===== config.mk =====
export PLATFORM = sky130hd
export DESIGN_NAME = dl1_way_select
export DESIGN_NICKNAME = d
export VERILOG_FILES = /design/src/dl1_pkg.sv /design/src/dl1_way_select.sv
export SDC_FILE = /design/constraint.sdc
export NUM_CORES = 1
export LEC_CHECK = 0
export BUFFER_PORTS_ARGS = -buffer_cell sky130_fd_sc_hd__buf_2
export CORE_AREA = 2 2 315 317
export DETAILED_ROUTE_END_ITERATION = 7
export DIE_AREA = 0 0 317 319
export GPL_TIMING_DRIVEN = 0
export MAX_ROUTING_LAYER = met4
export PLACE_DENSITY = 0.31
export SYNTH_ARGS = -nofsm -noshare
export SYNTH_HDL_FRONTEND = slang
export SYNTH_SLANG_ARGS = --single-unit

===== constraint.sdc =====
create_clock -name vclk -period 2.9
set_input_delay 0.29 -clock vclk [all_inputs]
set_output_delay 0.29 -clock vclk [all_outputs]
set_load 0.01 [all_outputs]

===== src/dl1_pkg.sv =====
package dl1_pkg;

	// ====================
	// Address and word geometry
	// ====================
	localparam int ADDR_W         = 32;
	localparam int DATA_W         = 32;
	localparam int WORDS_PER_LINE = 4;
	localparam int WORD_SEL_W     = 2;
	localparam int OFFSET_W       = 4;
	localparam int LINE_ADDR_W    = ADDR_W - OFFSET_W;

	// Default organisation
	localparam int DEF_WAYS  = 4;
	localparam int DEF_LINES = 16;

	// ====================
	// Payload types
	// ====================

	// Word 0 sits in the low bits
	typedef logic [WORDS_PER_LINE-1:0][DATA_W-1:0] line_t;

	typedef struct packed
	{
		logic              read;
		logic              write;
		logic [ADDR_W-1:0] addr;
		logic [DATA_W-1:0] wdata;
	} cpu_req_t;

	typedef struct packed
	{
		logic              valid;
		logic [DATA_W-1:0] rdata;
	} cpu_resp_t;

	// Dirty line headed for L2
	typedef struct packed
	{
		logic [LINE_ADDR_W-1:0] line_addr;
		line_t                  line;
	} evict_t;

	// Whole line coming back from L2
	typedef struct packed
	{
		logic  valid;
		line_t line;
	} refill_t;

endpackage


===== src/dl1_way_select.sv =====
module dl1_way_select
#(
	parameter int  WAYS  = dl1_pkg::DEF_WAYS,
	parameter int  LINES = dl1_pkg::DEF_LINES,
	localparam int IDX_W = $clog2(LINES),
	localparam int TAG_W = dl1_pkg::LINE_ADDR_W - IDX_W
)
(
	input  logic [WAYS-1:0]                hit,
	input  dl1_pkg::line_t                 way_line [WAYS],
	input  logic [TAG_W-1:0]               way_tag  [WAYS],
	input  logic [dl1_pkg::WORD_SEL_W-1:0] word,
	input  logic [IDX_W-1:0]               index,
	input  logic [WAYS-1:0]                victim,
	output logic [dl1_pkg::DATA_W-1:0]     rdata,
	output dl1_pkg::evict_t                evict
);

	dl1_pkg::line_t   hit_line;
	dl1_pkg::line_t   vic_line;
	logic [TAG_W-1:0] vic_tag;

	// ====================
	// Read path
	// ====================

	// Hit vector is one-hot, so an OR of the masked lines is enough
	always_comb
	begin
		hit_line = '0;
		for (int i = 0; i < WAYS; i++)
		begin
			if (hit[i])
				hit_line = hit_line | way_line[i];
		end
	end

	assign rdata = hit_line[word];

	// ====================
	// Write-back path
	// ====================
	always_comb
	begin
		vic_line = '0;
		vic_tag  = '0;
		for (int i = 0; i < WAYS; i++)
		begin
			if (victim[i])
			begin
				vic_line = vic_line | way_line[i];
				vic_tag  = vic_tag | way_tag[i];
			end
		end
	end

	// Line address rebuilt from the victim tag and the current set
	assign evict.line_addr = {vic_tag, index};
	assign evict.line      = vic_line;

endmodule


==> results.json <==
{
  "status": "finished, final reports clean",
  "avgSynthCellArea_um2": 6.38,
  "start_kind": "primary input",
  "track_usage": 0.185,
  "drtIter0Drc": 951,
  "vdd_drop_max_uv": 50.7,
  "dr.pass1.iters": 6,
  "p_leak_uw": 0.00572,
  "avgViaCountPerCell": 4.25,
  "cap_violations": 0,
  "layout.area.seq_um2": 0,
  "synth_cells": 1016,
  "placed_cells": 3101,
  "synthesis.nets": 1638,
  "drive_above_1_share": 0.506,
  "design.die.area_mm2": 0.101,
  "nClkBuffers": 0,
  "grt_pass1_vias": 13900,
  "port-buffer-count": 798,
  "ys_types": 15,
  "initial_core_util": 0.0664,
  "grt_max_degree": 11,
  "routabilityCongestion": 0.899,
  "yosys.area.top_type": "a22oi_1",
  "cp.arrival_ps": 2600,
  "multi_input_area_mm2": 0.00580,
  "drc": 0,
  "crit_required_ps": 2610,
  "coreArea_mm2": 0.0977,
  "hpwl_um": 83100,
  "crit_type": "in -> out",
  "synth.area.top_cells": "a22oi_1, nand2_1, buf_2",
  "path_max_fanout": 11,
  "hold_viol": 0,
  "antenna_found_initial": 47,
  "yosysTopAreaCellShare": 0.611,
  "crit_path_end_kind": "output port",
  "wire_per_inst_um": 30.8,
  "vias": 13300,
  "row_count": 115,
  "synth.cell_area_mm2": 0.00648,
  "whs_ps": 764,
  "min_period_ps": 2890,
  "power_uw": 2380,
  "hold_class": "in -> out",
  "finalCritPeriodShare": 0.996,
  "grt_first_pass_wirelength_um": 124000,
  "fp.dieW_um": 317,
  "worst_pin_slew_ps": 1400,
  "fill_cells": 11700,
  "rsz0062_at_grt": "false",
  "layout.cells.non_filler": 3130,
  "design.seq.count": 0,
  "slew_violations": 0,
  "max_freq_mhz": 346,
  "power_density_mw_per_mm2": 195,
  "postCtsHoldBufs": 0,
  "ios": 810,
  "nets": 2437,
  "fp.dieH_um": 319,
  "synth_warnings": 0,
  "setup_viol": 0,
  "ys_seq_area_frac": 0,
  "slew_headroom": 0.0674,
  "postRouteAntennaNets": 0,
  "syn2layout_area_growth_pct": 88.7,
  "grt_overflow": 0,
  "wl_um": 96400
}
synth_stat cells:
| cell type | count |
|---|---|
| nand2_1 | 152 |
| nand2_2 | 1 |
| a21oi_1 | 32 |
| a22oi_1 | 528 |
| buf_1 | 2 |
| a221oi_1 | 32 |
| nor2_1 | 1 |
| and2b_1 | 1 |
| buf_2 | 82 |
| buf_6 | 10 |
| and3_1 | 64 |
| clkbuf_1 | 32 |
| nand3_1 | 64 |
| buf_4 | 14 |
| nor2b_4 | 1 |
worst max-delay path, cell delays in order:
cell	delay (ps)
buf_4	340
buf_6	280
buf_2	420
a22oi_1	120
a21oi_1	690
and3_1	270
buf_2	140
stage by stage:
stage	utilization	cell area [um^2]	TNS, ps	setup WS, ps
floorplan	-	6480	0	1470
global placement	0.124	12100	-2760	-520
detailed placement	0.124	12100	-2910	-521
CTS	0.124	12200	0	8.46
global route	0.125	12200	0	0.0209
finish	0.125	12200	0	10.6
layout make-up:
| class | instances | share of cell area |
|---|---|---|
| Antenna cell | 30 | 0.00614 |
| Buffer | 139 | 0.0617 |
| Multi-Input combinational cell | 876 | 0.474 |
| Tap cell | 1287 | 0.132 |
| Timing Repair Buffer | 798 | 0.326 |
layer usage:
layer,wire length (um),vias up,track usage
met3,6670,110,0.0362
met4,2560,0,0.0440
met1,41100,6536,0.225
met5,0,-,-
li1,-,5876,-
met2,46100,770,0.312
worst paths after layout:
kind,startpoint,to,cells after the start
worst min-delay path,index[3],evict[131],2
worst max-delay path,hit[3],rdata[18],7
where the power goes:
group / switching (uW) / total, uW / internal [uW] / leakage (uW)
combinational: 1490 / 2380 / 895 / 0.00572
clock: 0 / 0.000295 / 0.000295 / 0.000000192
sequential: 0 / 0 / 0 / 0
repair_timing:
item | in CTS | in global routing
endpoints found under the setup margin | 17 | 2
setup buffers | 0 | 0
resized for setup | 16 | 1
hold endpoints to repair | 0 | 0
placed cells by master, fill, tap and decap left out, types with 4 or more instances in the layout:
cell type  synthesis  routed
diode_2            0      30
a22oi_1          528     528
clkbuf_1          32      31
a21oi_4            0       4
and3_1            64      64
a21oi_1           32      21
buf_4             14      15
buf_2             82     879
buf_6             10      10
a21oi_2            0       7
nand3_1           64      64
nand2_1          152     152
a221oi_1          32      32
cells by family (layout without fill, tap and decap cells):
| kind of cell | Yosys count | after routing | synth area share |
|---|---|---|---|
| AND/OR/NAND/NOR | 284 | 284 | 0.204 |
| AO/OA/AOI/OAI | 592 | 592 | 0.679 |
| other | 0 | 30 | 0 |
| buffers and inverters | 140 | 937 | 0.117 |
(Power assumes the default switching activity.)
