<file path="config.mk">
export PLATFORM = sky130hd
export DESIGN_NAME = dl1_way
export DESIGN_NICKNAME = d
export VERILOG_FILES = /design/src/dl1_pkg.sv /design/src/dl1_sram.sv /design/src/dl1_way.sv
export SDC_FILE = /design/constraint.sdc
export NUM_CORES = 2
export LEC_CHECK = 0
export ABC_AREA = 1
export BUFFER_PORTS_ARGS = -buffer_cell sky130_fd_sc_hd__buf_2
export CAP_MARGIN = 20
export CORE_ASPECT_RATIO = 0.9
export CORE_UTILIZATION = 60
export DETAILED_ROUTE_END_ITERATION = 10
export PLACE_DENSITY = 0.75
export RECOVER_POWER = 100
export SLEW_MARGIN = 25
export SYNTH_ARGS = -nofsm -noshare
export SYNTH_HDL_FRONTEND = slang
export SYNTH_SLANG_ARGS = --single-unit
</file>
<file path="constraint.sdc">
create_clock -name clk_l1 -period 1.7 [get_ports clk_l1]
set_input_delay 0.34 -clock clk_l1 [delete_from_list [all_inputs] [get_ports clk_l1]]
set_output_delay 0.34 -clock clk_l1 [all_outputs]
set_load 0.005 [all_outputs]
</file>
<file path="src/dl1_pkg.sv">
package dl1_pkg;

	// ====================
	// Address and word geometry
	// ====================
	localparam int ADDR_W         = 32;
	localparam int DATA_W         = 32;
	localparam int WORDS_PER_LINE = 4;
	localparam int WORD_SEL_W     = 2;
	localparam int OFFSET_W       = 4;
	localparam int LINE_ADDR_W    = ADDR_W - OFFSET_W;

	// Default organisation
	localparam int DEF_WAYS  = 4;
	localparam int DEF_LINES = 16;

	// ====================
	// Payload types
	// ====================

	// Word 0 sits in the low bits
	typedef logic [WORDS_PER_LINE-1:0][DATA_W-1:0] line_t;

	typedef struct packed
	{
		logic              read;
		logic              write;
		logic [ADDR_W-1:0] addr;
		logic [DATA_W-1:0] wdata;
	} cpu_req_t;

	typedef struct packed
	{
		logic              valid;
		logic [DATA_W-1:0] rdata;
	} cpu_resp_t;

	// Dirty line headed for L2
	typedef struct packed
	{
		logic [LINE_ADDR_W-1:0] line_addr;
		line_t                  line;
	} evict_t;

	// Whole line coming back from L2
	typedef struct packed
	{
		logic  valid;
		line_t line;
	} refill_t;

endpackage

</file>
<file path="src/dl1_sram.sv">
module dl1_sram
#(
	parameter int  LINES   = dl1_pkg::DEF_LINES,
	parameter type entry_t = logic,
	localparam int IDX_W   = $clog2(LINES)
)
(
	input  logic             clk_l1,
	input  logic [IDX_W-1:0] addr,
	input  logic             we,
	input  entry_t           wdata,
	output entry_t           rdata
);

	entry_t mem [LINES];

	// Registered read of the addressed entry, every cycle
	always_ff @(posedge clk_l1)
	begin
		if (we)
			mem[addr] <= wdata;
		rdata <= mem[addr];
	end

endmodule

</file>
<file path="src/dl1_way.sv">
module dl1_way
#(
	parameter int  LINES = dl1_pkg::DEF_LINES,
	localparam int IDX_W = $clog2(LINES),
	localparam int TAG_W = dl1_pkg::LINE_ADDR_W - IDX_W
)
(
	input  logic                           clk_l1,
	input  logic                           rst_n,
	input  dl1_pkg::cpu_req_t              req,
	input  logic [TAG_W-1:0]               tag,
	input  logic [IDX_W-1:0]               index,
	input  logic [dl1_pkg::WORD_SEL_W-1:0] word,
	input  logic                           word_we,
	input  logic                           fill_we,
	input  dl1_pkg::line_t                 fill_line,
	output logic                           hit,
	output logic                           valid,
	output logic                           dirty,
	output logic [TAG_W-1:0]               way_tag,
	output dl1_pkg::line_t                 way_line
);

	logic [LINES-1:0] valid_bits;
	logic [LINES-1:0] dirty_bits;
	logic [TAG_W-1:0] tag_rd;
	dl1_pkg::line_t   line_rd;
	dl1_pkg::line_t   line_merged;
	dl1_pkg::line_t   line_wdata;
	logic             line_we;

	// ====================
	// Storage
	// ====================
	dl1_sram
	#(
		.LINES   (LINES),
		.entry_t (logic [TAG_W-1:0])
	)
	i_tag_ram
	(
		.clk_l1 (clk_l1),
		.addr   (index),
		.we     (fill_we),
		.wdata  (tag),
		.rdata  (tag_rd)
	);

	// Write hit overlays one word on the line just read
	always_comb
	begin
		line_merged       = line_rd;
		line_merged[word] = req.wdata;
	end

	assign line_we    = word_we | fill_we;
	assign line_wdata = fill_we ? fill_line : line_merged;

	dl1_sram
	#(
		.LINES   (LINES),
		.entry_t (dl1_pkg::line_t)
	)
	i_line_ram
	(
		.clk_l1 (clk_l1),
		.addr   (index),
		.we     (line_we),
		.wdata  (line_wdata),
		.rdata  (line_rd)
	);

	// ====================
	// Valid and dirty bits
	// ====================
	always_ff @(posedge clk_l1 or negedge rst_n)
	begin
		if (!rst_n)
		begin
			valid_bits <= '0;
			dirty_bits <= '0;
		end
		else if (fill_we)
		begin
			valid_bits[index] <= 1'b1;
			dirty_bits[index] <= 1'b0;
		end
		else if (word_we)
			dirty_bits[index] <= 1'b1;
	end

	assign valid = valid_bits[index];
	assign dirty = dirty_bits[index];

	// Tag compare
	assign hit      = valid && (tag_rd == tag);
	assign way_tag  = tag_rd;
	assign way_line = line_rd;

endmodule

</file>
==> flow_summary.toml <==
[detailed_routing]
antenna_left = 0
drtIter0Drc = 9697
vias_per_cell = 6.23
num_vias = 68600
finalWirelength_um = 295000
first_pass_iters = 7
wl_per_cell_um = 26.8
drc_errors = 0

[sta]
rsz0062_at_grt = "true"
setup-violations-final = 3027
finalHoldViolations = 0
max_freq_mhz = 401
setup_ws_ns = -0.791
post-route-period-util = 1.47
finalSetupTns_ns = -539.67
relSlewSlack = 0.243
fin_crit_ns = 2.49
worst_pin_slew_ns = 1.14
fin_skew_ns = 0.0370
maxSlewViolCount = 0

[critical_path]
path_common_cell = "clkbuf_2"
endpoint_kind = "register"
startpoint_type = "input pin"
slowest_stage = "clkbuf_2"
path_delay_family = "buffers and inverters"
cpPeakStageDelay_ns = 0.88
cp_cell_sequence = "clkbuf_2, clkbuf_1, inv_4, clkbuf_2, clkbuf_2, nor2_1, a31oi_1, clkbuf_1"
cp.required_ns = 2.26
path_buf_inv = 6
arrival_ns = 3.05
critical_path_class = "input pin to register"
worst-path-max-fanout = 35

[grt]
gr-total-overflow = 0
grt_max_degree = 69
grt_pass1_wl_um = 431000
grt_use_total = 0.355
grt_pass1_vias = 67500
antenna_found_initial = 12

[synthesis]
synth_cell_types = 32
synth_top_cell_by_area = "edfxtp_1"
async_reset_ff_frac = 0.0122
yosysSeqAreaShare = 0.780
synth_top_cell_area_share = 0.741
synth-edff-count = 2432
yosysMostFrequentCell = "nand2_1"
yosysWarnings = 0
netlist_instances = 7640
synth_fp_nets = 7868
netlist_area_mm2 = 0.0985
synth_flop_cell = "edfxtp_1"
ys_ff_latch = 2616
synthTopCellsByArea = "edfxtp_1 (74%), nand2_1 (13%), nand4_1 (4.8%)"
synth_common_cells = "nand2_1 (3381), edfxtp_1 (2432), nand4_1 (761), buf_2 (195), nor2_1 (193)"
postSynthAreaPerCell_um2 = 12.9

[job]
maxCapViolations = 0

[clocking]
cts_inserted_buffers = 236
clock-sinks = 2616
cts_max_level = 4
cts_buffer_depth = 3
cts_tree = "yes"
clk_latency_ns = 0.89
cts-root-buf = "clkbuf_16"
clk_pin_slew_ns = 0.06

[floorplanning]
dieArea_mm2 = 0.166
core_area_mm2 = 0.162
ios = 383
start_util = 0.607
rows = 140
fp.dieH_um = 386
die_x_um = 429

[placed_design]
finalWeightedCongestion = 0.905
hpwl_um = 179000
dpl.cell_count = 10500
dpl_cell_area_mm2 = 0.111
io_buffers = 348

[final_layout]
syn_to_final_growth_pct = 20.1
drive_gt1_frac = 0.170
nets = 8875
fin_cells = 11000
fillCellCount = 9693
final_area_mm2 = 0.118
final_core_util = 0.729

[power_and_ir_drop]
p_leak_nw = 41.8
ir_drop_mv = 1.05
power_density_mw_per_mm2 = 1180
power_w = 0.140

[outcome]
violations = "negative setup slack"
status = "finished, violations left"

[worst_hold_path]
hp-class = "input pin to register"
==> flip-flops by register name, indices dropped and copies added, names as in the netlist, named ones only <==
| name | cells |
|---|---|
| i_line_ram.mem | 2048 |
| i_line_ram.rdata | 128 |
| i_tag_ram.mem | 384 |
| i_tag_ram.rdata | 24 |
| valid_bits | 16 |
==> per-layer routing <==
layer	routed length (µm)	up-vias	GRT usage
met2	136000	5002	0.550
met3	34800	1086	0.0710
met1	101000	33300	0.455
met5	68	-	0
met4	23500	12	0.245
li1	-	29100	-
==> cell usage in the layout, fill, tap and decap left out, types with 8 or more instances in the layout <==
cell type | Yosys | final
dlygate4sd3_1 | 0 | 32
buf_8 | 0 | 8
nand2_1 | 3381 | 3375
clkbuf_16 | 0 | 237
a31oi_1 | 96 | 96
clkbuf_2 | 0 | 64
nand4_1 | 761 | 761
buf_4 | 29 | 309
a21oi_1 | 69 | 69
buf_12 | 0 | 206
clkinvlp_4 | 0 | 8
clkbuf_1 | 149 | 186
dfrtp_1 | 32 | 32
dfxtp_2 | 0 | 44
nor2_1 | 193 | 185
clkinv_1 | 1 | 37
clkbuf_8 | 0 | 24
inv_6 | 0 | 9
edfxtp_1 | 2432 | 2432
clkinv_2 | 0 | 54
dfxtp_4 | 0 | 47
bufinv_16 | 0 | 29
o21ai_1 | 2 | 10
clkbuf_4 | 0 | 46
buf_2 | 195 | 232
buf_6 | 5 | 126
dfxtp_1 | 152 | 61
inv_1 | 66 | 59
or2_2 | 10 | 10
o21ai_0 | 21 | 10
diode_2 | 0 | 14
==> metrics by stage <==
step | setup slack (ns) | hold slack, ns
detailed placement | -0.368 | 0.391
global placement | -0.400 | 0.393
CTS | -0.823 | 0.000506
finish | -0.791 | 0.0236
floorplan | -3.41 | 0.0444
global route | -0.865 | 0.0504
==> cell type report <==
type / count / area [µm²] / area share
Timing Repair Buffer: 1166 / 10700 / 0.0901
Inverter: 72 / 300 / 0.00254
Clock inverter: 148 / 1600 / 0.0135
Sequential cell: 2616 / 77100 / 0.651
Tap cell: 2130 / 2670 / 0.0225
Clock buffer: 304 / 6420 / 0.0543
Antenna cell: 14 / 35.0 / 0.000296
Multi-Input combinational cell: 4555 / 19600 / 0.165
==> timing repair <==
item | 4_1_cts | 5_1_grt
gates resized for setup | 326 | 45
pin swaps | 5 | 11
setup buffers | 16 | 13
endpoints found under the hold margin | 499 | 0
setup endpoints to repair | 150 | 138
hold buffers | 32 | 0
==> worst register-to-register path, cell delays in order (launching register included) <==
cell	delay, ns
dfxtp_1	0.50
nand2_1	0.09
a31oi_1	0.16
clkbuf_1	0.61
==> power breakdown <==
group	total, W	internal [W]	switching (W)
clock	0.0549	0.0311	0.0237
sequential	0.0741	0.0731	0.00104
combinational	0.0110	0.00375	0.00724
total	0.140	0.108	0.0320
==> path summary, 6_finish.rpt <==
path / from / end / slack [ns] / cells after the start
max in group asynchronous: rst_n / async pin / 0.83 / 3
worst min-delay path: index[1] / register / 0.02 / 5
min in group asynchronous: rst_n / valid_bits[6] / 0.33 / 3
worst max-delay path: fill_we / i_line_ram.mem[11][94] / -0.79 / 8
worst min register to register: valid_bits[6] / valid_bits[6] / 0.47 / 1
worst max register to register: i_line_ram.rdata[117] / i_line_ram.mem[8][117] / 0.03 / 3
==> logic make-up after synthesis <==
group,synth area share
AO/OA/AOI/OAI,0.0117
XOR/XNOR,0.000178
buffers and inverters,0.0219
AND/OR/NAND/NOR,0.186
flip-flops,0.780
(Power assumes the default switching activity.)
