### config.mk
export PLATFORM = sky130hd
export DESIGN_NAME = dl1_req_stage
export DESIGN_NICKNAME = d
export VERILOG_FILES = /design/src/dl1_pkg.sv /design/src/dl1_req_stage.sv
export SDC_FILE = /design/constraint.sdc
export NUM_CORES = 1
export LEC_CHECK = 0
export ABC_CLOCK_PERIOD_IN_PS = 800
export BUFFER_PORTS_ARGS = -buffer_cell sky130_fd_sc_hd__buf_4
export CAP_MARGIN = 20
export CELL_PAD_IN_SITES_DETAIL_PLACEMENT = 1
export CELL_PAD_IN_SITES_GLOBAL_PLACEMENT = 1
export CORE_MARGIN = 2
export CORE_UTILIZATION = 30
export CTS_CLUSTER_SIZE = 12
export DETAILED_ROUTE_END_ITERATION = 12
export PLACE_DENSITY_LB_ADDON = 0.1
export SYNTH_ARGS = -nofsm -noshare
export SYNTH_HDL_FRONTEND = slang
export SYNTH_SLANG_ARGS = --single-unit
### constraint.sdc
create_clock -name clk_l1 -period 0.8 [get_ports clk_l1]
set_input_delay 0.16 -clock clk_l1 [delete_from_list [all_inputs] [get_ports clk_l1]]
set_output_delay 0.16 -clock clk_l1 [all_outputs]
set_load 0.01 [all_outputs]
### src/dl1_pkg.sv
package dl1_pkg;

	// ====================
	// Address and word geometry
	// ====================
	localparam int ADDR_W         = 32;
	localparam int DATA_W         = 32;
	localparam int WORDS_PER_LINE = 4;
	localparam int WORD_SEL_W     = 2;
	localparam int OFFSET_W       = 4;
	localparam int LINE_ADDR_W    = ADDR_W - OFFSET_W;

	// Default organisation
	localparam int DEF_WAYS  = 4;
	localparam int DEF_LINES = 16;

	// ====================
	// Payload types
	// ====================

	// Word 0 sits in the low bits
	typedef logic [WORDS_PER_LINE-1:0][DATA_W-1:0] line_t;

	typedef struct packed
	{
		logic              read;
		logic              write;
		logic [ADDR_W-1:0] addr;
		logic [DATA_W-1:0] wdata;
	} cpu_req_t;

	typedef struct packed
	{
		logic              valid;
		logic [DATA_W-1:0] rdata;
	} cpu_resp_t;

	// Dirty line headed for L2
	typedef struct packed
	{
		logic [LINE_ADDR_W-1:0] line_addr;
		line_t                  line;
	} evict_t;

	// Whole line coming back from L2
	typedef struct packed
	{
		logic  valid;
		line_t line;
	} refill_t;

endpackage

### src/dl1_req_stage.sv
module dl1_req_stage
#(
	parameter int  LINES = dl1_pkg::DEF_LINES,
	localparam int IDX_W = $clog2(LINES),
	localparam int TAG_W = dl1_pkg::LINE_ADDR_W - IDX_W
)
(
	input  logic                              clk_l1,
	input  logic                              rst_n,
	input  dl1_pkg::cpu_req_t                 cpu_req,
	input  logic                              accept,
	output dl1_pkg::cpu_req_t                 req,
	output logic [TAG_W-1:0]                  tag,
	output logic [IDX_W-1:0]                  index,
	output logic [dl1_pkg::WORD_SEL_W-1:0]    word
);

	// Low address bits below the word select
	localparam int BYTE_W = dl1_pkg::OFFSET_W - dl1_pkg::WORD_SEL_W;

	dl1_pkg::cpu_req_t req_q;

	// ====================
	// Request capture
	// ====================

	// Held for the whole miss sequence
	always_ff @(posedge clk_l1 or negedge rst_n)
	begin
		if (!rst_n)
			req_q <= '0;
		else if (accept)
			req_q <= cpu_req;
	end

	assign req = req_q;

	// ====================
	// Address split
	// ====================

	// Tag is everything above the index
	assign tag = req_q.addr[dl1_pkg::ADDR_W-1 -: TAG_W];

	// Set index just above the line offset
	assign index = req_q.addr[dl1_pkg::OFFSET_W +: IDX_W];

	// Word within the line
	assign word = req_q.addr[BYTE_W +: dl1_pkg::WORD_SEL_W];

endmodule

==> impl_metrics.py, run 1 <==
metrics = {
    "status": {
        "outcome": "finished, violations left",
        "violations": "setup timing",
    },
    "placed_design": {
        "routabilityCongestion": 0.723,
        "io_buffers": 164,
        "hpwl_mm": 5.21,
    },
    "flow_run": {
        "drv_cap": 0,
    },
    "timing": {
        "finalMaxSlewViolations": 0,
        "skew_ns": 0,
        "fin_crit_ns": 1.07,
        "worst_slew_pin_slew_ns": 0.229,
        "slew_headroom": 0.847,
        "finalWorstSetupSlack_ns": -0.273,
        "rsz0062_at_grt": "true",
        "fmax_mhz": 932,
        "setup_viol": 132,
        "hold_viol": 0,
        "post-route-period-util": 1.34,
        "fin_tns_setup_ns": -25.45,
    },
    "detailed_routing": {
        "drt_first_iter_violations": 41,
        "drc": 0,
        "vias": 1975,
        "antenna_left": 0,
        "firstDrtPassIters": 4,
        "vias_per_cell": 4.29,
        "wl_per_cell_um": 15.7,
        "wl_mm": 7.23,
    },
    "global_routing": {
        "grt_max_degree": 31,
        "antenna_found_initial": 0,
        "groute.usage.overall": 0.141,
        "grt_pass1_wl_mm": 11.0,
        "grt-ovfl-total": 0,
        "grt_pass1_vias": 2120,
    },
    "synthesis": {
        "synthCells": 169,
        "netlist_area_um2": 2840,
        "synth.avg_cell_area_um2": 16.8,
        "synthFlopType": "dfrtp_1",
        "synth.most_common_cell": "dfrtp_1",
        "ys_seq_area_frac": 0.582,
        "yosys.area.top_type": "dfrtp_1",
        "ys_types": 6,
        "synth_area_leaders": "dfrtp_1 (58%), mux2_4 (21%), mux2_2 (10%)",
        "synth_top_area_frac": 0.582,
        "synth.top_cells.by_count": "dfrtp_1 (66), mux2_4 (40), buf_4 (30)",
        "syn_nets": 238,
        "synth-seq-cells": 66,
        "synth_edf_count": 0,
        "synth-async-reset-ratio": 1.00,
        "yosysWarningCount": 0,
    },
    "finish": {
        "finish.utilization": 0.534,
        "drive_gt1_frac": 0.805,
        "antenna_cells": 0,
        "seqCellArea_um2": 1650,
        "nets": 413,
        "fill_cells": 909,
        "area_growth_pct": 73.2,
        "multi_input_area_um2": 901,
    },
    "setup_path": {
        "worstPathCellList": "buf_6",
        "path_buf_inv": 1,
        "startpoint_type": "flip-flop",
        "max_stage_delay_ns": 0.44,
        "arrival_ns": 0.91,
        "path_delay_family": "flip-flops",
        "end_kind": "output pin",
        "criticalPathCategory": "reg -> out",
        "crit_slowest_cell": "dfrtp_1",
        "required_ns": 0.64,
        "path_max_fanout": 3,
    },
    "floorplanning": {
        "dieArea_um2": 10200,
        "top_level_ports": 165,
        "die_h_um": 101,
        "die_w_um": 101,
        "num_rows": 35,
        "fp.coreArea_um2": 9200,
        "initial_core_util": 0.308,
    },
    "cts": {
        "cts_tree": "done",
        "clk_latency_ns": 0.33,
        "root_buffer": "clkbuf_8",
        "path_clk_slew_ns": 0.08,
        "numCtsBuffers": 9,
        "cts_htree_levels": 3,
        "cts_num_sinks": 66,
        "clockBufferDepth": 2,
    },
    "worst_hold_path": {
        "hp-class": "in -> reg",
    },
    "power": {
        "p_leak_uw": 0.00246,
        "power.density_nw_per_um2": 2000,
        "ir_drop_mv": 0.943,
    },
}
==> cell families (layout without fill, tap and decap cells) <==
kind of cell           Yosys count  count (layout)  share of synthesized area
multiplexers                    66              66                      0.315
flip-flops                      66              66                      0.582
buffers and inverters           37             217                      0.103
==> area by class of cell <==
| type | count | share of cell area |
|---|---|---|
| Clock buffer | 10 | 0.0260 |
| Clock inverter | 6 | 0.0214 |
| Multi-Input combinational cell | 66 | 0.183 |
| Sequential cell | 66 | 0.336 |
| Tap cell | 111 | 0.0283 |
| Timing Repair Buffer | 201 | 0.405 |
==> power breakdown <==
part	internal (µW)	switching (µW)	leakage [µW]	total, µW
Combinational	1750	778	0.00157	2530
Clock	2060	1250	0.000120	3300
Sequential	3670	335	0.000772	4010
Total	7480	2360	0.00246	9840
==> stage by stage <==
step	hold WS (ns)	total power, µW	instances	worst slack, ns	area, µm²
2_1_floorplan	-0.136	4970	169	-0.0359	2870
3_3_place_gp	0.0365	5970	416	-0.190	4060
3_5_place_dp	0.0383	6000	416	-0.213	4060
4_1_cts	0.0278	9860	448	-0.297	4770
5_1_grt	0.0257	10300	460	-0.308	4910
6_report	0.0491	9840	460	-0.273	4910
==> flip-flops by register name, summed over array words and instances (netlist names) <==
name and cells:
index 4, req 62
==> cells in the final DEF (no fill, tap or decap) <==
master and instances:
bufinv_16 3, dfrtp_1 66, dlygate4sd3_1 1, mux2_4 42, mux2_2 24, clkbuf_8 9
buf_6 107, clkinv_2 3, clkbuf_1 1, buf_4 87, buf_12 6
==> final timing paths <==
check                                             to                 from  slack, ns  cells after the start
worst min-delay path             req[62]$_DFFE_PN0P_          cpu_req[62]       0.05                      2
worst max register to register   req[59]$_DFFE_PN0P_  req[59]$_DFFE_PN0P_      -0.27                      3
worst min register to register   req[33]$_DFFE_PN0P_  req[33]$_DFFE_PN0P_       0.53                      1
min in group asynchronous       index[3]$_DFFE_PN0P_                rst_n       0.23                      2
max in group asynchronous         req[1]$_DFFE_PN0P_                rst_n       0.14                      3
worst max-delay path                         req[53]  req[53]$_DFFE_PN0P_      -0.27                      1
==> metal layers <==
layer	part of all wire	track usage	wire, µm
met1	0.39	0.169	2800
met2	0.52	0.237	3770
met3	0.075	0.0449	546
met4	0.015	0.0561	109
met5	0	0	0
==> what timing repair did <==
item                                    CTS  global route
endpoints found under the setup margin   99           140
hold buffers                              1             0
hold endpoints to repair                 66             0
gates resized for setup                  95            14
setup buffers                            15            12
gates cloned                              0             0
No activity file was read; power rests on OpenSTA's default activity.
==> run 2, diff against run 1 <==
MAX_ROUTING_LAYER = met4   (was default)
==> impl_metrics.py, run 2 (same netlist as run 1, synthesis figures left out) <==
metrics = {
    "status": {
        "outcome": "finished, violations left",
        "violations": "setup timing",
    },
    "finish": {
        "area_growth_pct": 73.2,
        "nets": 413,
        "final_cell_mix": "buf_6 (107), buf_4 (87), dfrtp_1 (66)",
        "largest_reg_flops": 62,
        "drive_gt1_frac": 0.805,
        "antenna_cells": 0,
        "layout_commonest_cell": "buf_6",
        "postLayoutCellArea_um2": 4910,
        "finalNonFillerCells": 460,
        "finish.utilization": 0.534,
    },
    "setup_path": {
        "crit_slowest_cell": "dfrtp_1",
        "required_ns": 0.64,
        "arrival_ns": 0.91,
        "end_kind": "output pin",
        "worstPathCellList": "buf_6",
        "path_delay_family": "flip-flops",
        "criticalPathCategory": "reg -> out",
        "path_max_fanout": 3,
        "startpoint_type": "flip-flop",
        "path_buf_inv": 1,
        "max_stage_delay_ns": 0.44,
    },
    "floorplanning": {
        "die_w_um": 101,
        "die_h_um": 101,
        "initial_core_util": 0.308,
        "top_level_ports": 165,
        "dieArea_um2": 10200,
        "fp.coreArea_um2": 9200,
        "num_rows": 35,
    },
    "global_routing": {
        "groute.usage.overall": 0.145,
        "grt-ovfl-total": 0,
        "grt_pass1_vias": 2122,
        "antenna_found_initial": 0,
        "grt_max_degree": 31,
        "grt_pass1_wl_mm": 11.1,
    },
    "timing": {
        "skew_ns": 0,
        "post-route-period-util": 1.34,
        "slew_headroom": 0.847,
        "rsz0062_at_grt": "true",
        "fin_crit_ns": 1.07,
        "hold_viol": 0,
        "finalMaxSlewViolations": 0,
        "setup_viol": 132,
        "fmax_mhz": 934,
        "holdWs_ns": 0.0500,
        "worst_slew_pin_slew_ns": 0.229,
        "finalWorstSetupSlack_ns": -0.271,
    },
    "detailed_routing": {
        "wl_mm": 7.24,
        "antenna_left": 0,
        "wl_per_cell_um": 15.7,
        "firstDrtPassIters": 4,
        "vias": 1979,
        "vias_per_cell": 4.30,
        "drt_first_iter_violations": 40,
        "drc": 0,
    },
    "cts": {
        "cts_num_sinks": 66,
        "root_buffer": "clkbuf_8",
        "cts_htree_levels": 3,
        "path_clk_slew_ns": 0.08,
        "clk_latency_ns": 0.33,
        "cts_tree": "done",
        "clockBufferDepth": 2,
        "numCtsBuffers": 9,
    },
    "placed_design": {
        "place_area_um2": 4060,
        "io_buffers": 164,
        "routabilityCongestion": 0.731,
        "hpwl_mm": 5.21,
        "placed_cells": 416,
        "pre_cts_slack_ns": -0.213,
    },
    "worst_hold_path": {
        "hp-class": "in -> reg",
    },
    "flow_run": {
        "drv_cap": 0,
    },
    "power": {
        "p_leak_uw": 0.00246,
        "ir_drop_mv": 0.944,
        "power.density_nw_per_um2": 2000,
    },
}
==> run 2: cell counts in the layout (fill, tap and decap cells not counted) <==
No cell type changed its count.
==> run 2: repair_timing <==
| action | CTS | global route |
|---|---|---|
| setup buffers | 15 | 12 |
| resized for setup | 95 | 14 |
| setup endpoints to repair | 99 | 140 |
| hold buffers | 1 | 0 |
| endpoints found under the hold margin | 66 | 0 |
==> run 2: power by group <==
group          switching, µW  internal, µW  total [µW]  leakage [µW]
logic                    779          1750        2530       0.00157
clock network           1240          2060        3290      0.000120
registers                335          3670        4010      0.000772
==> run 2: final cells by class <==
| class | count | area, µm² |
|---|---|---|
| multi-input cells | 66 | 901 |
| clock inverters | 6 | 105 |
| fillers | 909 | 4280 |
| well taps | 111 | 139 |
| flip-flops and latches | 66 | 1650 |
| repair buffers | 201 | 1990 |
| clock buffers | 10 | 128 |
==> run 2: final timing paths <==
path,start,end,slack (ns),cells past startpoint
setup / recovery,req[53]$_DFFE_PN0P_,req[53],-0.27,1
hold / removal,cpu_req[62],req[62]$_DFFE_PN0P_,0.05,2
setup reg to reg,req[59]$_DFFE_PN0P_,req[59]$_DFFE_PN0P_,-0.27,3
hold reg to reg,req[33]$_DFFE_PN0P_,req[33]$_DFFE_PN0P_,0.53,1
max in group asynchronous,rst_n,req[1]$_DFFE_PN0P_,0.14,3
min in group asynchronous,rst_n,index[0]$_DFFE_PN0P_,0.24,2
==> run 2: metrics by stage <==
| stage | setup TNS [ns] | power [µW] |
|---|---|---|
| after floorplan | -1.44 | 4970 |
| after global placement | -11.06 | 5970 |
| after detailed placement | -11.47 | 6000 |
| after CTS | -26.32 | 9860 |
| after global routing | -30.35 | 10300 |
| final | -25.30 | 9830 |
==> run 2: per-layer routing <==
metal / vias up / global-route usage / wire length [µm]
met5: - / - / 0
met1: 985 / 0.174 / 2900
met4: 0 / 0.0561 / 104
met3: 8 / 0.0359 / 468
li1: 897 / - / -
met2: 89 / 0.236 / 3770
==> run 3, diff against run 2 <==
ABC_CLOCK_PERIOD_IN_PS = 1280   (was 800)
CORE_UTILIZATION = 36   (was 30)
clock period = 1.28 ns   (was 0.8 ns; I/O delays follow)
==> impl_metrics.py, run 3 (same netlist as run 1, synthesis figures left out) <==
metrics = {
    "status": {
        "outcome": "completed",
    },
    "worst_hold_path": {
        "worstHoldStart": "cpu_req[59]",
        "hp-class": "in -> reg",
    },
    "global_routing": {
        "grt-ovfl-total": 0,
        "grt_pass1_wl_mm": 9.83,
        "groute.usage.overall": 0.153,
        "grt_max_degree": 67,
        "antenna_found_initial": 0,
        "grt_pass1_vias": 1949,
    },
    "power": {
        "p_leak_uw": 0.00212,
        "ir_drop_mv": 0.491,
        "power.density_nw_per_um2": 1240,
        "power_uw": 5130,
    },
    "setup_path": {
        "worstPathCellList": "buf_4",
        "crit_slowest_cell": "dfrtp_1",
        "criticalPathCategory": "reg -> out",
        "cp.depth": 1,
        "r2r_slack_ns": 0.47,
        "path_delay_family": "flip-flops",
        "end_kind": "output pin",
        "startpoint_type": "flip-flop",
        "arrival_ns": 0.88,
        "r2r-end": "req[61]$_DFFE_PN0P_",
        "r2r_start": "req[61]$_DFFE_PN0P_",
        "required_ns": 1.02,
        "rr_worst_depth": 1,
        "path_max_fanout": 3,
        "max_stage_delay_ns": 0.41,
        "path_buf_inv": 1,
        "startpoint": "req[61]$_DFFE_PN0P_",
        "cp-endpoint": "tag[21]",
    },
    "floorplanning": {
        "initial_core_util": 0.369,
        "dieArea_um2": 8610,
        "top_level_ports": 165,
        "num_rows": 32,
        "die_w_um": 92.8,
        "die_h_um": 92.8,
        "fp.coreArea_um2": 7690,
    },
    "detailed_routing": {
        "vias_per_cell": 4.43,
        "drt_first_iter_violations": 39,
        "wl_mm": 6.46,
        "vias": 1856,
        "antenna_left": 0,
        "drc": 0,
        "wl_per_cell_um": 15.4,
        "firstDrtPassIters": 2,
    },
    "timing": {
        "hold_viol": 0,
        "slew_headroom": 0.755,
        "worst_slew_pin_slew_ns": 0.367,
        "fin_tns_setup_ns": 0,
        "post-route-period-util": 0.890,
        "finalWorstSetupSlack_ns": 0.141,
        "fmax_mhz": 878,
        "fin_crit_ns": 1.14,
        "skew_ns": 0,
        "rsz0062_at_grt": "false",
        "setup_viol": 0,
        "finalMaxSlewViolations": 0,
    },
    "flow_run": {
        "drv_cap": 0,
    },
    "finish": {
        "fill_cells": 815,
        "area_growth_pct": 46.1,
        "postLayoutCellArea_um2": 4150,
        "finish.utilization": 0.539,
        "nets": 381,
        "drive_gt1_frac": 0.779,
        "antenna_cells": 0,
        "largest_reg_flops": 62,
        "final_cell_mix": "buf_4 (165), dfrtp_1 (66), mux2_4 (40)",
        "layout_commonest_cell": "buf_4",
    },
    "cts": {
        "clockBufferDepth": 2,
        "cts_tree": "done",
        "cts_htree_levels": 3,
        "clk_latency_ns": 0.31,
        "numCtsBuffers": 9,
        "root_buffer": "clkbuf_8",
        "path_clk_slew_ns": 0.07,
        "cts_num_sinks": 66,
    },
    "placed_design": {
        "routabilityCongestion": 0.698,
        "pre_cts_slack_ns": 0.163,
        "io_buffers": 164,
        "hpwl_mm": 4.76,
        "place_area_um2": 3970,
    },
}
-- run 3: changes by cell type in the layout (fill, tap and decap cells not counted), sizes merged --
| cell | previous run | this run |
|---|---|---|
| buf | 200 | 168 |
| bufinv | 3 | 0 |
| clkbuf | 10 | 13 |
-- run 3: per-stage QoR --
step | std cells | hold WS, ns
after global placement | 402 | 0.292
after CTS | 419 | 0.142
after global routing | 419 | 0.143
after detailed placement | 402 | 0.290
final | 419 | 0.164
after floorplan | 169 | -0.0396
-- run 3: cell type report --
cell class,instances,area (µm²),area share
repair buffers,169,1310,0.316
flip-flops and latches,66,1650,0.398
well taps,102,128,0.0308
clock inverters,3,15.0,0.00362
multi-input cells,66,893,0.216
clock buffers,13,149,0.0359
-- run 3: worst min-delay path by stage --
stage                     depth (start not counted)                    to  slack, ns
after CTS                                         2    req[0]$_DFFE_PN0P_       0.14
after floorplan                                   0  index[0]$_DFFE_PN0P_      -0.04
after global placement                            2   req[59]$_DFFE_PN0P_       0.29
final                                             2   req[59]$_DFFE_PN0P_       0.16
after detailed placement                          2   req[59]$_DFFE_PN0P_       0.29
after global routing                              2    req[2]$_DFFE_PN0P_       0.14
-- run 3: what timing repair did --
action	CTS	global route
setup endpoints to repair	0	0
hold endpoints to repair	66	0
setup buffers	0	0
resized for setup	0	0
hold buffers	1	0
-- run 3: report_power, final --
| group | switching (µW) | leakage (µW) | internal (µW) | total (µW) |
|---|---|---|---|---|
| registers | 153 | 0.000772 | 2300 | 2450 |
| clock network | 713 | 0.0000872 | 749 | 1460 |
| logic | 444 | 0.00126 | 770 | 1210 |
-- run 3: per-layer routing --
layer	part of all wire	track usage
met5	0	-
met4	0.0023	0.0551
met3	0.077	0.0382
met2	0.51	0.249
met1	0.41	0.187
