### src/dl1_pkg.sv
package dl1_pkg;

	// ====================
	// Address and word geometry
	// ====================
	localparam int ADDR_W         = 32;
	localparam int DATA_W         = 32;
	localparam int WORDS_PER_LINE = 4;
	localparam int WORD_SEL_W     = 2;
	localparam int OFFSET_W       = 4;
	localparam int LINE_ADDR_W    = ADDR_W - OFFSET_W;

	// Default organisation
	localparam int DEF_WAYS  = 4;
	localparam int DEF_LINES = 16;

	// ====================
	// Payload types
	// ====================

	// Word 0 sits in the low bits
	typedef logic [WORDS_PER_LINE-1:0][DATA_W-1:0] line_t;

	typedef struct packed
	{
		logic              read;
		logic              write;
		logic [ADDR_W-1:0] addr;
		logic [DATA_W-1:0] wdata;
	} cpu_req_t;

	typedef struct packed
	{
		logic              valid;
		logic [DATA_W-1:0] rdata;
	} cpu_resp_t;

	// Dirty line headed for L2
	typedef struct packed
	{
		logic [LINE_ADDR_W-1:0] line_addr;
		line_t                  line;
	} evict_t;

	// Whole line coming back from L2
	typedef struct packed
	{
		logic  valid;
		line_t line;
	} refill_t;

endpackage

### src/dl1_miss_ctrl.sv
module dl1_miss_ctrl
#(
	parameter int  WAYS  = dl1_pkg::DEF_WAYS,
	parameter int  LINES = dl1_pkg::DEF_LINES,
	localparam int IDX_W = $clog2(LINES),
	localparam int TAG_W = dl1_pkg::LINE_ADDR_W - IDX_W
)
(
	input  logic                            clk_l1,
	input  logic                            rst_n,
	input  dl1_pkg::cpu_req_t               cpu_req,
	input  dl1_pkg::cpu_req_t               req,
	input  logic [WAYS-1:0]                 hit,
	input  logic [WAYS-1:0]                 valid,
	input  logic [WAYS-1:0]                 dirty,
	input  logic [TAG_W-1:0]                tag,
	input  logic [IDX_W-1:0]                index,
	input  logic [dl1_pkg::DATA_W-1:0]      rdata,
	output logic                            accept,
	output logic                            halt,
	output logic [WAYS-1:0]                 word_we,
	output logic [WAYS-1:0]                 fill_we,
	output logic [WAYS-1:0]                 victim,
	output logic                            dirty_req,
	input  logic                            dirty_ack,
	output logic                            refill_req,
	output logic [dl1_pkg::LINE_ADDR_W-1:0] refill_addr,
	input  dl1_pkg::refill_t                refill,
	output dl1_pkg::cpu_resp_t              cpu_resp
);

	typedef enum logic [2:0]
	{
		ST_IDLE,
		ST_READ,
		ST_COMPARE,
		ST_EVICT,
		ST_REFILL
	} state_t;

	state_t          state;
	logic [7:0]      lfsr;
	logic [WAYS-1:0] victim_q;
	logic [WAYS-1:0] victim_next;
	logic            found;
	logic            any_hit;
	logic            in_compare;

	assign any_hit    = |hit;
	assign in_compare = (state == ST_COMPARE);

	// ====================
	// Random replacement source
	// ====================

	// 8-bit Fibonacci LFSR, never reaches zero
	always_ff @(posedge clk_l1 or negedge rst_n)
	begin
		if (!rst_n)
			lfsr <= 8'h01;
		else
			lfsr <= {lfsr[6:0], lfsr[7] ^ lfsr[5] ^ lfsr[4] ^ lfsr[3]};
	end

	// Lowest invalid way wins, random way when the set is full
	always_comb
	begin
		victim_next = '0;
		found       = 1'b0;
		for (int i = 0; i < WAYS; i++)
		begin
			if (!valid[i] && !found)
			begin
				victim_next[i] = 1'b1;
				found          = 1'b1;
			end
		end
		if (!found)
			victim_next[int'(lfsr) % WAYS] = 1'b1;
	end

	// ====================
	// Sequencer
	// ====================
	always_ff @(posedge clk_l1 or negedge rst_n)
	begin
		if (!rst_n)
		begin
			state      <= ST_IDLE;
			victim_q   <= '0;
			dirty_req  <= 1'b0;
			refill_req <= 1'b0;
		end
		else
		begin
			case (state)
				ST_IDLE:
				begin
					if (accept)
						state <= ST_READ;
				end
				// Storage outputs settle for the held index
				ST_READ:
					state <= ST_COMPARE;
				ST_COMPARE:
				begin
					if (any_hit)
						state <= ST_IDLE;
					else
					begin
						victim_q <= victim_next;
						if (|(victim_next & dirty))
						begin
							state     <= ST_EVICT;
							dirty_req <= 1'b1;
						end
						else
						begin
							state      <= ST_REFILL;
							refill_req <= 1'b1;
						end
					end
				end
				// Write-back must finish before the fetch starts
				ST_EVICT:
				begin
					if (dirty_ack)
					begin
						state      <= ST_REFILL;
						dirty_req  <= 1'b0;
						refill_req <= 1'b1;
					end
				end
				ST_REFILL:
				begin
					if (refill.valid)
					begin
						state      <= ST_READ;
						refill_req <= 1'b0;
						victim_q   <= '0;
					end
				end
				default:
					state <= ST_IDLE;
			endcase
		end
	end

	// ====================
	// Outputs
	// ====================
	assign accept = (state == ST_IDLE) && (cpu_req.read || cpu_req.write);
	assign halt   = (state != ST_IDLE);
	assign victim = victim_q;

	// Write hit lands on the edge that closes compare
	assign word_we = hit & {WAYS{in_compare && req.write}};
	assign fill_we = victim_q & {WAYS{(state == ST_REFILL) && refill.valid}};

	assign refill_addr = {tag, index};

	assign cpu_resp.valid = in_compare && any_hit;
	assign cpu_resp.rdata = rdata;

endmodule

### config.mk
export PLATFORM = sky130hd
export DESIGN_NAME = dl1_miss_ctrl
export DESIGN_NICKNAME = d
export VERILOG_FILES = /design/src/dl1_pkg.sv /design/src/dl1_miss_ctrl.sv
export SDC_FILE = /design/constraint.sdc
export NUM_CORES = 1
export LEC_CHECK = 0
export ABC_AREA = 1
export BUFFER_PORTS_ARGS = -buffer_cell sky130_fd_sc_hd__buf_2
export CAP_MARGIN = 20
export CELL_PAD_IN_SITES_DETAIL_PLACEMENT = 0
export CELL_PAD_IN_SITES_GLOBAL_PLACEMENT = 1
export CORE_AREA = 10 10 153 155
export CTS_CLUSTER_SIZE = 12
export DETAILED_ROUTE_END_ITERATION = 7
export DIE_AREA = 0 0 163 165
export GPL_ROUTABILITY_DRIVEN = 0
export PLACE_DENSITY_LB_ADDON = 0.3
export SLEW_MARGIN = 10
export SYNTH_ARGS = -nofsm -noshare
export SYNTH_HDL_FRONTEND = slang
export SYNTH_SLANG_ARGS = --single-unit
export TNS_END_PERCENT = 30
### constraint.sdc
create_clock -name clk_l1 -period 2.5 [get_ports clk_l1]
set_clock_uncertainty 0.2 [all_clocks]
set_input_delay 0.125 -clock clk_l1 [delete_from_list [all_inputs] [get_ports clk_l1]]
set_output_delay 0.125 -clock clk_l1 [all_outputs]
set_load 0.05 [all_outputs]
==> results.md, run 1 <==
- Row count: 52
- Crit Path Class: register to output port
- Status: completed
- Cell leakage power: 0.706 nW
- Min-Delay Path Class: primary input to register
- N_diodes: 0
- Clock power share: 0.264
- Worst flop-to-flop path endpoint: state[0]$_DFFE_PN0P_
- Routed wire length per instance: 10.3 um
- Multi-input gate area: 427 sq um
- DR pass1 iterations: 4
- Vias in the first global route: 983
- Fillers: 2408
- Mapped Cells: 180
- DR vias: 916
- # setup viols final: 0
- Comb power frac: 0.439
- Slew @ Worst Pin: 418 ps
- Initial antenna violation count: 0
- Post-Route WL: 4.46 mm
- Ys Warns: 0
- Required @ worst endpoint: 2170 ps
- Core footprint: 20200 sq um
- Crit path launch: state[0]$_DFFE_PN0P_
- Hold_sp: hit[2]
- Startpoint types: register
- Root buffer cell: clkbuf_16
- Die Wd: 163 um
- Async SR Flop Fraction: 1.00
- Worst Path Arrival: 1690 ps
- Most common cell in the synthesized netlist: buf_4
- Hold Fails Final Rpt: 0
- Mapped Area: 1400 sq um
- Hold_ws: 5.79 ps
- EDFF count, synth: 0
- Die area: 26900 sq um
- Final min period: 2010 ps
- R2R setup slack: 870 ps
- Slew Limit Headroom: 0.721
- Count of pins over their slew limit: 0
- Syn Area/Cell: 7.79 sq um
- Setup TNS: 0 ps
- FF+latch count, synth: 17
- Worst Hold End: state[1]$_DFFE_PN0P_
- Sequential share of power: 0.296
- Top post-synthesis cells by area: buf_4 (32%), dfrtp_1 (29%), nand2_1 (6.4%)
- Top-area cell type share of the netlist area: 0.321
- Pwr dens: 786 nW/um^2
- Worst skew pair latency: 250 ps
- Port Buffers: 35
- Worst VDD drop: 217 uV
- Area grow syn2layout: 12.5%
- Biggest area consumer among synthesized cells: buf_4
- Max cap viols: 0
- Pin count of the biggest net entering global routing: 18
- Vias per Instance: 2.12
- Most frequent cells after synthesis: buf_4 (60), nand2_1 (24), inv_1 (18)
- RSZ-0062 raised after global routing: no
- Clock Pin Slew Worst Setup and Hold Paths: 50 ps
- First DRT Iteration DRCs: 42
- Hold depth: 4
- Antenna Violating Nets Remaining: 0
- Clk buf depth: 2
- Post-layout nets: 499
- CTS resizes: 0
- Sequential share of the synthesized area: 0.304
- DP HPWL: 3.99 mm
- First-pass GRT wire length: 6.20 mm
- Cts bufs inserted: 3
- CTS tree: built
- Ports: 413
- Pre-CTS setup slack: 781 ps
- DRC Markers: 0
- Crit path max fanout: 6
- Fin crit share: 0.806
- Int Pwr: 0.672 mW
- Seq. cell area: 427 sq um
- Die height: 165 um
- Layout cells sized above 1: 0.383
- Post-Syn Nets: 516
- H-Tree Depth: 1
- FF-to-FF path depth: 11
- Post-CTS Hold Fix Bufs: 3
- Main synth FF type: dfrtp_1
- CTS Sinks: 17
- Sw power: 0.567 mW
- Total congestion overflow: 0
- Fmax: 0.497 GHz
- Final WS setup: 486 ps
- Distinct cells, synth: 25
- Total GRT Usage: 0.0325
- Initial Util: 0.0695
- # Post-CTS Setup Buffers: 0
- R2r startpoint: lfsr[0]$_DFF_PN1_
- Net Sw Frac: 0.458
- Critical Path End Type: output port
[sequential cells by signal, indices dropped and copies added (netlist names)]
register / count
state: 3
refill_req: 1
dirty_req: 1
victim: 4
lfsr: 8
[kinds of logic after synthesis]
logic type / share of synthesized area
AND/OR/NAND/NOR: 0.254
buffers and inverters: 0.391
XOR/XNOR: 0.0188
flip-flops: 0.304
AO/OA/AOI/OAI: 0.0312
[critical path, stage by stage (launching register included)]
cell,delay (ps)
dfrtp_1,460
inv_2,100
nand2_2,70
nor2_4,140
nand2_1,160
nor2_1,200
buf_2,300
[worst max-delay path by stage]
stage	end	slack, ps	cells after the start
global route	fill_we[0]	450	6
CTS	fill_we[0]	500	6
global placement	fill_we[0]	780	6
floorplan	cpu_resp[32]	200	1
finish	fill_we[1]	490	6
detailed placement	fill_we[0]	780	6
[per-stage QoR]
stage	cells	util	total power [mW]	area [sq um]
CTS	432	0.0782	1.26	1580
global placement	425	0.0726	0.926	1460
floorplan	180	-	1.03	1400
finish	432	0.0782	1.24	1580
global route	432	0.0782	1.32	1580
detailed placement	425	0.0726	0.924	1460
[power by group through the flow]
stage | Sequential (mW) | Combinational [mW] | Clock (mW)
floorplan | 0.455 | 0.572 | 0
global placement | 0.371 | 0.555 | 0
detailed placement | 0.372 | 0.552 | 0
CTS | 0.367 | 0.557 | 0.338
global route | 0.374 | 0.594 | 0.349
finish | 0.367 | 0.545 | 0.328
[cell usage in the layout (no fill, tap or decap), types with 3 or more instances in the layout]
cell type,count
buf_2,35
dlygate4sd3_1,3
nor2_1,12
nand2_1,24
nand2_2,5
o21ai_0,4
inv_2,7
nand3_2,4
dfrtp_1,16
nand3_1,13
clkbuf_16,3
inv_1,18
[layout make-up]
cell class | count | area share
multi-input cells | 77 | 0.271
flip-flops and latches | 17 | 0.271
inverters | 26 | 0.0619
well taps | 270 | 0.214
repair buffers | 38 | 0.130
clock buffers | 3 | 0.0476
clock inverters | 1 | 0.00476
[per-layer routing]
layer	GRT usage	vias to the layer above	wire length [um]
li1	-	456	-
met2	0.0362	52	1540
met4	0.0193	0	85
met3	0.0353	6	1050
met1	0.0352	402	1790
met5	0	-	0
Note: power is estimated with default switching activity, not from simulation.
==> run 2, diff against run 1 <==
==> constraint.sdc (replaced) <==
create_clock -name clk_l1 -period 1.65 [get_ports clk_l1]
set_clock_uncertainty 0.2 [all_clocks]
set_input_delay 0.0825 -clock clk_l1 [delete_from_list [all_inputs] [get_ports clk_l1]]
set_output_delay 0.0825 -clock clk_l1 [all_outputs]
set_load 0.05 [all_outputs]
==> results.md, run 2 (synthesis gave the netlist of run 1 again) <==
- Hold_ws: 25.5 ps
- N_diodes: 0
- Count of pins over their slew limit: 0
- Vias per Instance: 2.50
- Max cap viols: 0
- Clk buf depth: 2
- Seq. cell area: 427 sq um
- Crit path launch: state[0]$_DFFE_PN0P_
- Crit Path Class: register to output port
- Critical Path End Type: output port
- Required @ worst endpoint: 1370 ps
- R2r startpoint: state[0]$_DFFE_PN0P_
- Violated checks: setup timing
- Worst VDD drop: 313 uV
- Clock Pin Slew Worst Setup and Hold Paths: 50 ps
- Initial Util: 0.0695
- First DRT Iteration DRCs: 30
- Total GRT Usage: 0.0406
- CTS Sinks: 17
- Startpoint types: register
- Crit path max fanout: 4
- Core footprint: 20200 sq um
- RSZ-0062 raised after global routing: yes
- First-pass GRT wire length: 8.33 mm
- H-Tree Depth: 1
- Row count: 52
- Cell leakage power: 1.10 nW
- Hold_sp: valid[2]
- Post-layout nets: 577
- Die area: 26900 sq um
- CTS tree: built
- Antenna Violating Nets Remaining: 0
- Total congestion overflow: 0
- Layout cells sized above 1: 0.400
- DP HPWL: 4.19 mm
- Slew Limit Headroom: 0.585
- Die height: 165 um
- Area grow syn2layout: 78.8%
- Hold Fails Final Rpt: 0
- Multi-input gate area: 527 sq um
- Final WS setup: -60.8 ps
- DRC Markers: 0
- Port Buffers: 35
- Root buffer cell: clkbuf_16
- Worst skew pair latency: 250 ps
- Slew @ Worst Pin: 620 ps
- Post-Route WL: 6.10 mm
- Fillers: 2327
- Die Wd: 163 um
- DR vias: 1277
- Final min period: 1710 ps
- Leading cell types in the layout, fill and taps excluded: dlygate4sd3_1 (65), buf_2 (24), nand2_1 (20)
- Biggest register: lfsr
- Pwr dens: 1070 nW/um^2
- DR pass1 iterations: 4
- Fmax: 0.585 GHz
- Initial antenna violation count: 4
- Ports: 413
- Setup TNS: -219 ps
- Status: finished, violations left
- Cts bufs inserted: 3
- # setup viols final: 4
- Max reg flops: 8
- Min-Delay Path Class: primary input to register
- Routed wire length per instance: 12.0 um
- Vias in the first global route: 1483
- Fin crit share: 1.04
- Worst Path Arrival: 1430 ps
- Most common cell after layout, fill and taps aside: dlygate4sd3_1
- Pin count of the biggest net entering global routing: 18
==> run 2: changes by cell type in the layout (fill, tap and decap cells not counted), sizes merged <==
cell | before | now
dlygate4sd3 | 3 | 65
buf | 35 | 51
==> run 2: critical path: stages, from the launching register on <==
cell and delay, ps:
dfrtp_1 400, buf_6 130, nor3_4 220, nand2_2 140, nor2_2 120, buf_6 170
==> run 2: repair_timing <==
action,CTS,global route
hold endpoints to repair,80,0
gates resized for setup,31,23
hold buffers,65,0
setup endpoints to repair,12,20
pin swaps,2,5
buffers inserted,3,0
==> run 2: per-layer routing <==
metal  wire [um]  GRT usage
met1        2680     0.0520
met2        2630     0.0577
met3         683     0.0192
met4          79     0.0148
met5          26          0
==> run 2: layout make-up <==
type / count / area share
timing repair buffer: 116 / 0.412
multi-input combinational: 77 / 0.210
sequential: 17 / 0.170
tap: 270 / 0.135
inverter: 26 / 0.0394
clock buffer: 3 / 0.0300
clock inverter: 1 / 0.00300
==> run 2: through the flow <==
step                      instances  worst slack (ps)  utilization  total power, mW  area (sq um)
final                           510             -60.8        0.124             2.67          2510
after global routing            510              -165        0.124             2.84          2510
after detailed placement        438             -8.87       0.0783             1.60          1580
after CTS                       510             -81.8        0.121             2.63          2430
after global placement          438              12.8       0.0783             1.60          1580
after floorplan                 180             -99.7            -             1.59          1420
==> run 2: where the power goes <==
| part | internal [mW] | leakage (nW) | switching, mW |
|---|---|---|---|
| Sequential | 0.488 | 0.227 | 0.0489 |
| Clock | 0.327 | 0.0371 | 0.170 |
| Combinational | 0.574 | 0.841 | 1.07 |
| Total | 1.39 | 1.10 | 1.28 |
==> run 2: path summary, 6_finish.rpt <==
check	slack, ps	cells past startpoint	endpoint
worst max-delay path	-60	5	word_we[2]
worst min-delay path	30	4	victim[2]$_DFFE_PN0P_
worst max register to register	60	10	refill_req$_DFFE_PN0P_
worst min register to register	150	0	lfsr[3]$_DFF_PN0_
max in group asynchronous	810	2	lfsr[0]$_DFF_PN1_
min in group asynchronous	120	2	state[2]$_DFFE_PN0P_
==> run 3, diff against run 2 <==
--- a/config.mk
+++ b/config.mk
@@ -16,6 +16,7 @@
 export DIE_AREA = 0 0 163 165
 export GPL_ROUTABILITY_DRIVEN = 0
 export PLACE_DENSITY_LB_ADDON = 0.3
+export SETUP_SLACK_MARGIN = 0.5
 export SLEW_MARGIN = 10
 export SYNTH_ARGS = -nofsm -noshare
 export SYNTH_HDL_FRONTEND = slang
==> results.md, run 3 (synthesis gave the netlist of run 1 again) <==
- H-Tree Depth: 1
- Count of pins over their slew limit: 0
- Die height: 165 um
- Total congestion overflow: 0
- DR pass1 iterations: 4
- Max reg flops: 8
- Layout cells sized above 1: 0.449
- Most common cell after layout, fill and taps aside: dlymetal6s4s_1
- Min-Delay Path Class: primary input to register
- Cell leakage power: 1.64 nW
- Setup TNS: -51.6 ps
- Die area: 26900 sq um
- R2r startpoint: state[2]$_DFFE_PN0P_
- Area grow syn2layout: 94.3%
- FF-to-FF path depth: 5
- Hold Fails Final Rpt: 1
- DRC Markers: 0
- RSZ-0062 raised after global routing: yes
- Final WS setup: -20.5 ps
- Violated checks: hold timing, setup timing
- Startpoint types: register
- CTS tree: built
- Worst VDD drop: 304 uV
- Worst setup path endpoint: fill_we[3]
- Vias per Instance: 2.57
- Crit Path Class: register to output port
- DP HPWL: 4.16 mm
- Final non-filler cell area: 2720 sq um
- First DRT Iteration DRCs: 102
- Post-Route WL: 6.26 mm
- Worst Path Arrival: 1390 ps
- Clk buf depth: 2
- Fin cells: 506
- Slew Limit Headroom: 0.595
- Max cap viols: 0
- Worst flop-to-flop path endpoint: victim[2]$_DFFE_PN0P_
- Crit path launch: state[0]$_DFFE_PN0P_
- Initial Util: 0.0695
- Fin util: 0.135
- Biggest register: lfsr
- # setup viols final: 3
- Pwr dens: 1010 nW/um^2
- Root buffer cell: clkbuf_16
- Ports: 413
- Worst skew pair latency: 250 ps
- Hold_ws: -38.2 ps
- Clock Pin Slew Worst Setup and Hold Paths: 60 ps
- Total GRT Usage: 0.0400
- Fin crit share: 1.01
- Core footprint: 20200 sq um
- Post-placement cell count: 430
- Antenna Violating Nets Remaining: 0
- Required @ worst endpoint: 1370 ps
- Largest stage delay, worst path: 450 ps
- Port Buffers: 35
- Fmax: 0.599 GHz
- DR vias: 1302
- Slew @ Worst Pin: 610 ps
- Cts bufs inserted: 3
- Status: finished, violations left
- Initial antenna violation count: 4
- R2R setup slack: 70 ps
- Area after DPL: 1610 sq um
- Vias in the first global route: 1476
- Routed wire length per instance: 12.4 um
- Row count: 52
- Crit path max fanout: 4
- Leading cell types in the layout, fill and taps excluded: dlymetal6s4s_1 (60), buf_2 (19), buf_4 (18)
- CP max-delay cell: dfrtp_2
- First-pass GRT wire length: 8.21 mm
- CTS Sinks: 17
- Post-layout nets: 571
- Hold depth: 4
- Die Wd: 163 um
- Critical Path End Type: output port
- Post-CTS Hold Fix Bufs: 62
- Pin count of the biggest net entering global routing: 18
- Final min period: 1670 ps
- Worst-path cell chain: inv_2, nand2_4, nor2_4, nand2_4, nor2_4, buf_8
[run 3: layout make-up]
| cell class | instances | area (sq um) |
|---|---|---|
| antenna | 2 | 5.00 |
| clock buffer | 3 | 75.1 |
| clock inverter | 1 | 5.00 |
| fill | 2315 | 17400 |
| inverter | 26 | 103 |
| multi-input combinational | 77 | 606 |
| sequential | 17 | 429 |
| tap | 270 | 338 |
| timing repair buffer | 110 | 1160 |
[run 3: worst max-delay path, delay by kind of cell (launching register included)]
family                 cells  cell delay, ps
DFF                        1             450
and+or+nand+nor            4             440
buffers and inverters      2             240
[run 3: report_power, final]
part,total [mW],internal (mW),switching (mW),leakage [nW]
Clock,0.500,0.325,0.175,0.0409
Sequential,0.561,0.491,0.0697,0.224
Combinational,1.70,0.616,1.08,1.38
[run 3: worst min path at each step]
stage	end	start
after floorplan	dirty_req$_DFFE_PN0P_	rst_n
after global placement	victim[2]$_DFFE_PN0P_	rst_n
after detailed placement	victim[2]$_DFFE_PN0P_	rst_n
after CTS	state[2]$_DFFE_PN0P_	refill[128]
after global routing	state[2]$_DFFE_PN0P_	refill[128]
final	state[2]$_DFFE_PN0P_	refill[128]
[run 3: layer usage]
layer | GRT usage | wire (um) | share of wire
met3 | 0.0256 | 695 | 0.11
met4 | 0.00492 | 19 | 0.0030
met5 | 0 | 13 | 0.0021
met1 | 0.0499 | 2730 | 0.44
met2 | 0.0579 | 2800 | 0.45
[run 3: through the flow]
stage / worst slack [ps] / power (mW)
final: -20.5 / 2.76
after global routing: -100 / 2.91
after CTS: -111 / 2.73
after detailed placement: 47.7 / 1.59
after global placement: 39.9 / 1.59
after floorplan: 193 / 1.68
[run 3: timing repair]
action | in CTS | in global routing
setup endpoints to repair | 25 | 81
gates resized for setup | 44 | 75
endpoints found under the hold margin | 80 | 1
buffers inserted | 4 | 4
cloned | 0 | 0
pin swaps | 17 | 11
